$ cat src/logic/bbox_pkg.sv
/*
 * Shared widths and packet types for the rasterizer bounding-box stage.
 * Coordinates are signed fixed point with radix fraction bits.
 * Modules import this package inside their body and use scoped names on ports.
 * The testbench uses the same types to build stimulus and expected results.
 */
`default_nettype none

package bbox_pkg;

    // Bits per coordinate and color channel
    localparam int sigfig = 24;
    // Fraction bits, the rest is the integer part
    localparam int radix = 10;
    // Register stages between input and output
    localparam int pipe_depth = 3;

    // Signed fixed-point coordinate
    typedef logic signed [sigfig-1:0] fixed_t;
    // Unsigned color channel
    typedef logic [sigfig-1:0] color_t;

    // One vertex, z rides along but is not used for the box
    typedef struct packed {
        fixed_t x;
        fixed_t y;
        fixed_t z;
    } vertex_t;

    // Three vertices of one triangle, index 0 is vertex a
    typedef vertex_t [2:0] tri_t;
    // Three color channels
    typedef color_t [2:0] rgb_t;

    // Box corner or screen size
    typedef struct packed {
        fixed_t x;
        fixed_t y;
    } point_t;

    // Lower-left and upper-right corners
    typedef struct packed {
        point_t ll;
        point_t ur;
    } box_t;

    // One-hot sub-sample code
    // 1000 one sample, 0100 half pixel, 0010 quarter pixel, 0001 eighth pixel
    typedef logic [3:0] msaa_t;

    // Input word
    typedef struct packed {
        tri_t verts;
        rgb_t color;
        logic valid;
    } tri_pkt_t;

    // Result word, triangle and color travel with the clamped box
    typedef struct packed {
        tri_t verts;
        rgb_t color;
        box_t box;
        logic valid;
    } box_pkt_t;

endpackage

`default_nettype wire

$ cat src/logic/bbox_extent.sv
/*
 * Finds the axis-aligned box around a triangle and floors its corners
 * to the sub-sample grid selected by the one-hot MSAA code.
 * Purely combinational; feeds the screen clipper.
 */
`timescale 1ns/1ps
`default_nettype none

module bbox_extent (
    input  bbox_pkg::tri_t  tri_in,
    input  bbox_pkg::msaa_t msaa,
    output bbox_pkg::box_t  snapped
);
    import bbox_pkg::*;

    // Raw min/max box before flooring
    box_t raw;
    // Fraction bits that survive the floor
    logic [radix-1:0] frac_mask;

    // Smallest of three signed values, ties resolve to any equal value
    function automatic fixed_t min3(input fixed_t a, input fixed_t b, input fixed_t c);
        fixed_t m;
        m = (a < b) ? a : b;
        return (c < m) ? c : m;
    endfunction

    // Largest of three signed values
    function automatic fixed_t max3(input fixed_t a, input fixed_t b, input fixed_t c);
        fixed_t m;
        m = (a > b) ? a : b;
        return (c > m) ? c : m;
    endfunction

    // Clearing low bits of a two's complement value rounds toward minus infinity
    function automatic fixed_t floor_fix(input fixed_t v, input logic [radix-1:0] mask);
        return {v[sigfig-1:radix], v[radix-1:0] & mask};
    endfunction

    // Direct min/max, so equal coordinates need no special case
    always_comb begin
        raw.ll.x = min3(tri_in[0].x, tri_in[1].x, tri_in[2].x);
        raw.ll.y = min3(tri_in[0].y, tri_in[1].y, tri_in[2].y);
        raw.ur.x = max3(tri_in[0].x, tri_in[1].x, tri_in[2].x);
        raw.ur.y = max3(tri_in[0].y, tri_in[1].y, tri_in[2].y);
    end

    // Keep the top 0 to 3 fraction bits
    always_comb begin
        case (msaa)
            4'b1000: frac_mask = '0;
            4'b0100: frac_mask = {1'b1, {(radix-1){1'b0}}};
            4'b0010: frac_mask = {2'b11, {(radix-2){1'b0}}};
            // Eighth pixel, also the finest grid for a code that is not one-hot
            default: frac_mask = {3'b111, {(radix-3){1'b0}}};
        endcase
    end

    // Both corners floor the same way
    always_comb begin
        snapped.ll.x = floor_fix(raw.ll.x, frac_mask);
        snapped.ll.y = floor_fix(raw.ll.y, frac_mask);
        snapped.ur.x = floor_fix(raw.ur.x, frac_mask);
        snapped.ur.y = floor_fix(raw.ur.y, frac_mask);
    end

endmodule

`default_nettype wire

$ cat src/logic/bbox_screen_clip.sv
/*
 * Clamps the snapped box to the screen rectangle from the origin to the
 * screen corner and drops triangles whose box lies wholly off-screen.
 * Packs triangle, color, clamped box and valid into the result word.
 */
`timescale 1ns/1ps
`default_nettype none

module bbox_screen_clip (
    input  bbox_pkg::tri_pkt_t pkt,
    input  bbox_pkg::box_t     snapped,
    input  bbox_pkg::point_t   screen,
    output bbox_pkg::box_pkt_t result
);
    import bbox_pkg::*;

    // Box lies completely outside the screen
    logic off_screen;
    // Per-edge rejection terms
    logic past_right;
    logic past_top;
    logic before_left;
    logic before_bottom;
    // Clamped corners
    box_t clamped;

    // Lower bound at zero
    function automatic fixed_t at_least_zero(input fixed_t v);
        return (v < 0) ? fixed_t'(0) : v;
    endfunction

    // Upper bound at the screen edge
    function automatic fixed_t at_most(input fixed_t v, input fixed_t limit);
        return (v > limit) ? limit : v;
    endfunction

    // Rejection uses the unclamped box
    always_comb begin
        past_right    = snapped.ll.x > screen.x;
        past_top      = snapped.ll.y > screen.y;
        before_left   = snapped.ur.x < 0;
        before_bottom = snapped.ur.y < 0;
        off_screen    = past_right | past_top | before_left | before_bottom;
    end

    // ll pulled up to the origin, ur pulled down to the screen corner
    always_comb begin
        clamped.ll.x = at_least_zero(snapped.ll.x);
        clamped.ll.y = at_least_zero(snapped.ll.y);
        clamped.ur.x = at_most(snapped.ur.x, screen.x);
        clamped.ur.y = at_most(snapped.ur.y, screen.y);
    end

    // Triangle and color pass untouched
    always_comb begin
        result.verts = pkt.verts;
        result.color = pkt.color;
        result.box   = clamped;
        // An invalid input stays invalid whatever its box
        result.valid = pkt.valid & ~off_screen;
    end

endmodule

`default_nettype wire

$ cat src/logic/bbox_pipe.sv
/*
 * Register pipeline for the result word.
 * All stages advance together on edges with halt low and hold while halt
 * is high. Latency is depth advancing edges; works for any depth of one or more.
 */
`timescale 1ns/1ps
`default_nettype none

module bbox_pipe #(
    parameter int depth = bbox_pkg::pipe_depth
) (
    input  logic               clk,
    input  logic               reset,
    input  logic               halt,
    input  bbox_pkg::box_pkt_t d,
    output bbox_pkg::box_pkt_t q
);
    import bbox_pkg::*;

    // Stage 0 takes the input, stage depth-1 drives the output
    box_pkt_t stage [depth];

    always_ff @(posedge clk) begin
        if (reset) begin
            // Clear everything so no stale valid or payload leaks out
            for (int i = 0; i < depth; i++) begin
                stage[i] <= '0;
            end
        end else if (!halt) begin
            stage[0] <= d;
            // Shift the rest by one
            for (int i = 1; i < depth; i++) begin
                stage[i] <= stage[i-1];
            end
        end
        // Halt high holds every stage
    end

    assign q = stage[depth-1];

endmodule

`default_nettype wire

$ cat src/logic/bbox_top.sv
/*
 * Bounding-box stage top level.
 * A triangle, screen size and MSAA code sampled on an edge with halt low
 * come out as a clamped box on box_out pipe_depth advancing edges later.
 */
`timescale 1ns/1ps
`default_nettype none

module bbox_top (
    input  logic               clk,
    input  logic               reset,
    input  logic               halt,
    input  bbox_pkg::tri_pkt_t tri_in,
    input  bbox_pkg::point_t   screen,
    input  bbox_pkg::msaa_t    msaa,
    output bbox_pkg::box_pkt_t box_out
);
    import bbox_pkg::*;

    // Floored min/max box
    box_t     snapped;
    // Clamped result before the registers
    box_pkt_t clipped;

    // Extent and floor
    bbox_extent u_extent (
        .tri_in  (tri_in.verts),
        .msaa    (msaa),
        .snapped (snapped)
    );

    // Screen clamp and reject
    bbox_screen_clip u_clip (
        .pkt     (tri_in),
        .snapped (snapped),
        .screen  (screen),
        .result  (clipped)
    );

    // Halt-frozen registers
    bbox_pipe #(
        .depth (pipe_depth)
    ) u_pipe (
        .clk   (clk),
        .reset (reset),
        .halt  (halt),
        .d     (clipped),
        .q     (box_out)
    );

endmodule

`default_nettype wire

$ cat config.mk
export PLATFORM = sky130hd
export DESIGN_NAME = bbox_top
export DESIGN_NICKNAME = d
export VERILOG_FILES = /design/src/logic/bbox_pkg.sv /design/src/logic/bbox_extent.sv /design/src/logic/bbox_screen_clip.sv /design/src/logic/bbox_pipe.sv /design/src/logic/bbox_top.sv
export SDC_FILE = /design/constraint.sdc
export NUM_CORES = 2
export LEC_CHECK = 0
export BUFFER_PORTS_ARGS = -buffer_cell sky130_fd_sc_hd__buf_2
export CORE_ASPECT_RATIO = 0.6
export CORE_MARGIN = 2
export CORE_UTILIZATION = 40
export DETAILED_ROUTE_END_ITERATION = 8
export GPL_TIMING_DRIVEN = 0
export MAX_ROUTING_LAYER = met4
export PLACE_DENSITY = 0.57
export SYNTH_ARGS = -nofsm -noshare
export SYNTH_HDL_FRONTEND = slang
export SYNTH_SLANG_ARGS = --single-unit
$ cat constraint.sdc
create_clock -name clk -period 63 [get_ports clk]
set_input_delay 15.75 -clock clk [delete_from_list [all_inputs] [get_ports clk]]
set_output_delay 15.75 -clock clk [all_outputs]
set_load 0.01 [all_outputs]
# After elaboration in Yosys (flattened, before gate mapping)
# Memories as Yosys holds them, arrays and structs flattened.
# Cells that the tools add are included.
[totals]
register_bits = 0
ramBits = 1155
in_bits = 344
out_inout_bits = 385
wordCells = 53
n_memories = 1
[memory_table]
columns = ["name", "words", "width", "read_ports", "rd_ports_with_merged_regs", "write_ports", "line", "source"]
rows = [
  ["u_pipe.stage", 3, 385, 3, 0, 3, "bbox_pipe.sv:21", "box_pkt_t stage [depth];"],
]
[classes]
order_cmp = 16
n_eq_ne = 3
muxes = 21
bitwise_logic = 12
[ops]
columns = ["cell", "count"]
rows = [
  ["385-bit 2-to-1 mux", 3],
  ["24-bit 2-to-1 mux", 12],
  ["24-bit greater-than comparator", 8],
  ["24-bit by 1-bit < comparator with 1-bit output (second input constant)", 4],
  ["24-bit < comparator", 4],
  ["10-bit bitwise AND", 4],
  ["10-bit case mux with 3 select lines", 1],
  ["1-bit bitwise OR", 6],
  ["1-bit 2-to-1 mux", 5],
  ["4-bit by 2-bit == test with 1-bit output (second input constant)", 1],
  ["4-bit by 3-bit == test with 1-bit output (second input constant)", 1],
  ["4-bit == test (second input constant)", 1],
  ["1-bit bitwise AND", 1],
  ["1-bit inverter", 1],
]

# Depth between registers and ports, before layout
[depth]
ltp_word = 12
depth_mapped = 35

# Cells and area by module
# From an unflattened synthesis, not the netlist that was laid out.
[unflattened]
cells_unflattened = 4434
area_unflattened_um2 = 59873.7
[modules_own_cells]
columns = ["mod", "n_inst", "cells_per_inst", "area_per_inst_um2", "seq_area_each_um2"]
rows = [
  ["bbox_pipe", 1, 2954, 48763.0, 34683.3],
  ["bbox_extent", 1, 784, 5736.8, 0.0],
  ["bbox_screen_clip", 1, 696, 5373.9, 0.0],
]

# Worst setup path before layout
# Ideal clock, no wire load.
[synth_timing]
path_kind = "in2reg"
startpoint = "in reset"
endpoint = "mem u_pipe.stage[0][0] (netlist bit), enable pin"
setup_time_ns = 1.691
arrival_time_ns = 42.061
required_ns = 61.309
path_slack_ns = 19.248
stages = 1
cell_sequence = "nand2b_1"
[synth_lines]
columns = ["element", "line", "source"]
rows = [
  ["start, declared", "bbox_top.sv:11", "input logic reset,"],
  ["end, declared", "bbox_pipe.sv:21", ""],
]

==> metrics.yaml <==
grt:
  grt_first_pass_wirelength_um: 197000
  antenna_found_initial: 51
  grt_max_degree: 72
  grt_usage_pct: 21.6
  gr-total-overflow: 0
  grt_pass1_vias: 28534
floorplanning:
  die_w_um: 466
  core_area_um2: 127000
  std_cell_rows: 101
  die-area_um2: 131000
  start_util_pct: 40.4
  io_pins: 729
  die_height_um: 281
placement:
  dpl_worst_slack_ns: 38.33
  postPlaceCellArea_um2: 57500
  hpwl_um: 106000
  gp_congestion: 0.922
  port_buffers: 712
clock_network:
  hold_buffers: 0
  ctsResizeCount: 0
  h-tree-depth: 3
  root_buffer: "clkbuf_16"
  cts_setup_buffers: 0
  clockBufferDepth: 3
  clk_latency_ns: 0.73
  numCtsBuffers: 105
  clk_pin_slew_ns: 0.07
  cts.sinks: 1107
  cts_tree: "yes"
worst_setup_path:
  r2r_cells: 1
  cp-end-kind: "flop"
  regToRegStartpoint: "u_pipe.stage[0][337]$_SDFFCE_PN0P_"
  ff2ff_setup_slack_ns: 62.10
  critical_path.max_stage_delay_ns: 0.70
  path_class: "input port to flop"
  slowest_stage: "o21ai_1"
  start_kind: "input port"
  crit_path_frequent_cell: "a21o_1"
  crit_required_ns: 63.42
  crit_fanout: 10
  r2r-end: "u_pipe.stage[0][722]$_SDFFCE_PN0P_"
  cp.arrival_ns: 24.41
finish:
  top_register: "u_pipe.stage"
  fin_nets: 5121
  n_fill_cell: 11358
  top_regs: "u_pipe.stage (1107)"
  postLayoutCellArea_um2: 60900
  regArea_um2: 33200
  areaGrowthSynthToFinish_pct: 18.9
  layout_commonest_cell: "edfxtp_1"
  drive_above_1_share_pct: 28.9
  largest_reg_flops: 1107
  multi_input_area_um2: 14000
  final_cell_mix: "1,107 x edfxtp_1, 977 x and2_1, 717 x buf_2, 395 x buf_4, 210 x ha_1"
synthesis:
  ys.flop_type: "edfxtp_1"
  syn_area_um2: 51200
  ys_ff_latch: 1107
  synth.distinct_cells: 69
  synth_top_area_share_pct: 64.9
  synth_seq_area_share_pct: 64.9
  yosysTopAreaCell: "edfxtp_1"
  postSynth.asyncResetShare_pct: 0
  synth_area_leaders: "edfxtp_1 65%, and2_1 12%, buf_4 5.8%"
  synthCells: 3714
  yosysWarnings: 0
  synth_edf_count: 1107
  syn_area_per_cell_um2: 13.8
sta:
  min_period_ns: 23.99
  worst_pin_slew_ns: 1.38
  post-route-period-util_pct: 38.1
  maxSlewViolCount: 0
  final_hold_viol_count: 0
  rsz0062_at_grt: "no"
  finalSetupViolations: 0
  finClkSkew_ns: 0.0469
  worst_slack_ns: 39.01
  tns_ns: 0
  slew_headroom_pct: 7.68
  clock.fmax_mhz: 41.7
detailed_routing:
  dr.pass1.iters: 5
  detailroute.via_count: 30220
  drtIter0Drc: 2444
  routed_wl_um: 140000
  ant_nets: 0
  route.detailed.drc: 0
  wl_per_cell_um: 21.9
  viasPerCell: 4.73
min_path:
  hp-class: "flop to flop"
  hold-path-cell-count: 1
  hold-path-endpoint: "u_pipe.stage[0][963]$_SDFFCE_PN0P_"
  worstHoldStart: "u_pipe.stage[0][578]$_SDFFCE_PN0P_"
pwr:
  ir_worst_vdd_mv: 0.0228
  finalPower_uw: 1770
  p_per_area_nw_per_um2: 29.1
  p_leak_uw: 0.0270
status:
  status: "finished clean"
run:
  maxCapViolCount: 0
==> critical path: cells and delay by family <==
family / cells / cell delay (ns)
muxes: 1 / 0.60
xor gates and xnor gates: 1 / 0.17
AOI/OAI and AO/OA: 16 / 3.75
and+or+nand+nor: 5 / 1.14
buffers and inverters: 7 / 1.94
adders and majority gates: 3 / 1.06
==> synthesized netlist by cell type, types with 5 or more instances <==
cell type / instances
nand2_1: 43
o21ai_0: 23
edfxtp_1: 1107
nor3_1: 10
o211ai_1: 7
mux2i_1: 120
a21o_1: 66
buf_2: 5
a22o_1: 13
inv_1: 122
ha_1: 210
a211oi_1: 8
clkbuf_1: 125
nor2b_1: 10
a21oi_1: 54
nor2_1: 140
nand3_1: 43
nand2b_1: 8
a221oi_1: 5
buf_1: 8
mux2_4: 16
a31oi_1: 6
or4_1: 5
nor4_1: 9
a211o_1: 5
nand4_1: 43
and2_1: 977
o31ai_1: 15
buf_6: 6
and3_1: 20
buf_4: 394
mux2_2: 17
nor3b_2: 10
o21a_1: 6
or3_1: 6
==> cells by family after synthesis <==
kind of cell | share of synthesized area, %
simple gates | 15.6
mux | 3.23
xor+xnor | 0.117
other cells | 0.00732
compound gates | 3.21
fa+ha+maj | 5.13
flops | 64.9
buf+inv | 7.82
==> area by class of cell <==
| type | instances | area share [%] |
|---|---|---|
| Multi-Input combinational cell | 1962 | 23.1 |
| Sequential cell | 1107 | 54.6 |
| Antenna cell | 37 | 0.152 |
| Tap cell | 1699 | 3.49 |
| Inverter | 122 | 0.752 |
| Buffer | 538 | 5.83 |
| Clock inverter | 65 | 0.976 |
| Timing Repair Buffer | 731 | 6.66 |
| Clock buffer | 129 | 4.50 |
==> through the flow <==
stage	hold slack (ns)	instances	utilization, %
floorplan	0.497	3729	-
global placement	0.499	6140	44.9
detailed placement	0.501	6159	45.3
CTS	0.489	6353	48.0
global route	0.507	6386	48.0
finish	0.482	6390	48.0
==> worst max-delay path by stage <==
| stage | startpoint | to | slack [ns] | cells after the start |
|---|---|---|---|---|
| finish | tri_in[216] | u_pipe.stage[0][39]$_SDFFCE_PN0P_ | 39.01 | 33 |
| CTS | tri_in[216] | u_pipe.stage[0][38]$_SDFFCE_PN0P_ | 39.08 | 34 |
| global route | tri_in[216] | u_pipe.stage[0][38]$_SDFFCE_PN0P_ | 38.45 | 34 |
| detailed placement | tri_in[216] | u_pipe.stage[0][38]$_SDFFCE_PN0P_ | 38.33 | 34 |
| global placement | reset | u_pipe.stage[0][257]$_SDFFCE_PN0P_ | 7.88 | 2 |
| floorplan | reset | u_pipe.stage[0][0]$_SDFFCE_PN0P_ | 19.25 | 1 |
==> layer usage <==
layer | wire, um | track usage, %
met2 | 60500 | 30.4
met4 | 3890 | 6.78
met5 | 0 | -
met1 | 66800 | 31.0
met3 | 8740 | 4.53
==> report_power, final <==
group	internal (uW)	switching [uW]	total, uW
combinational	109	155	265
sequential	871	11.7	883
clock	337	289	626
(Power assumes the default switching activity.)
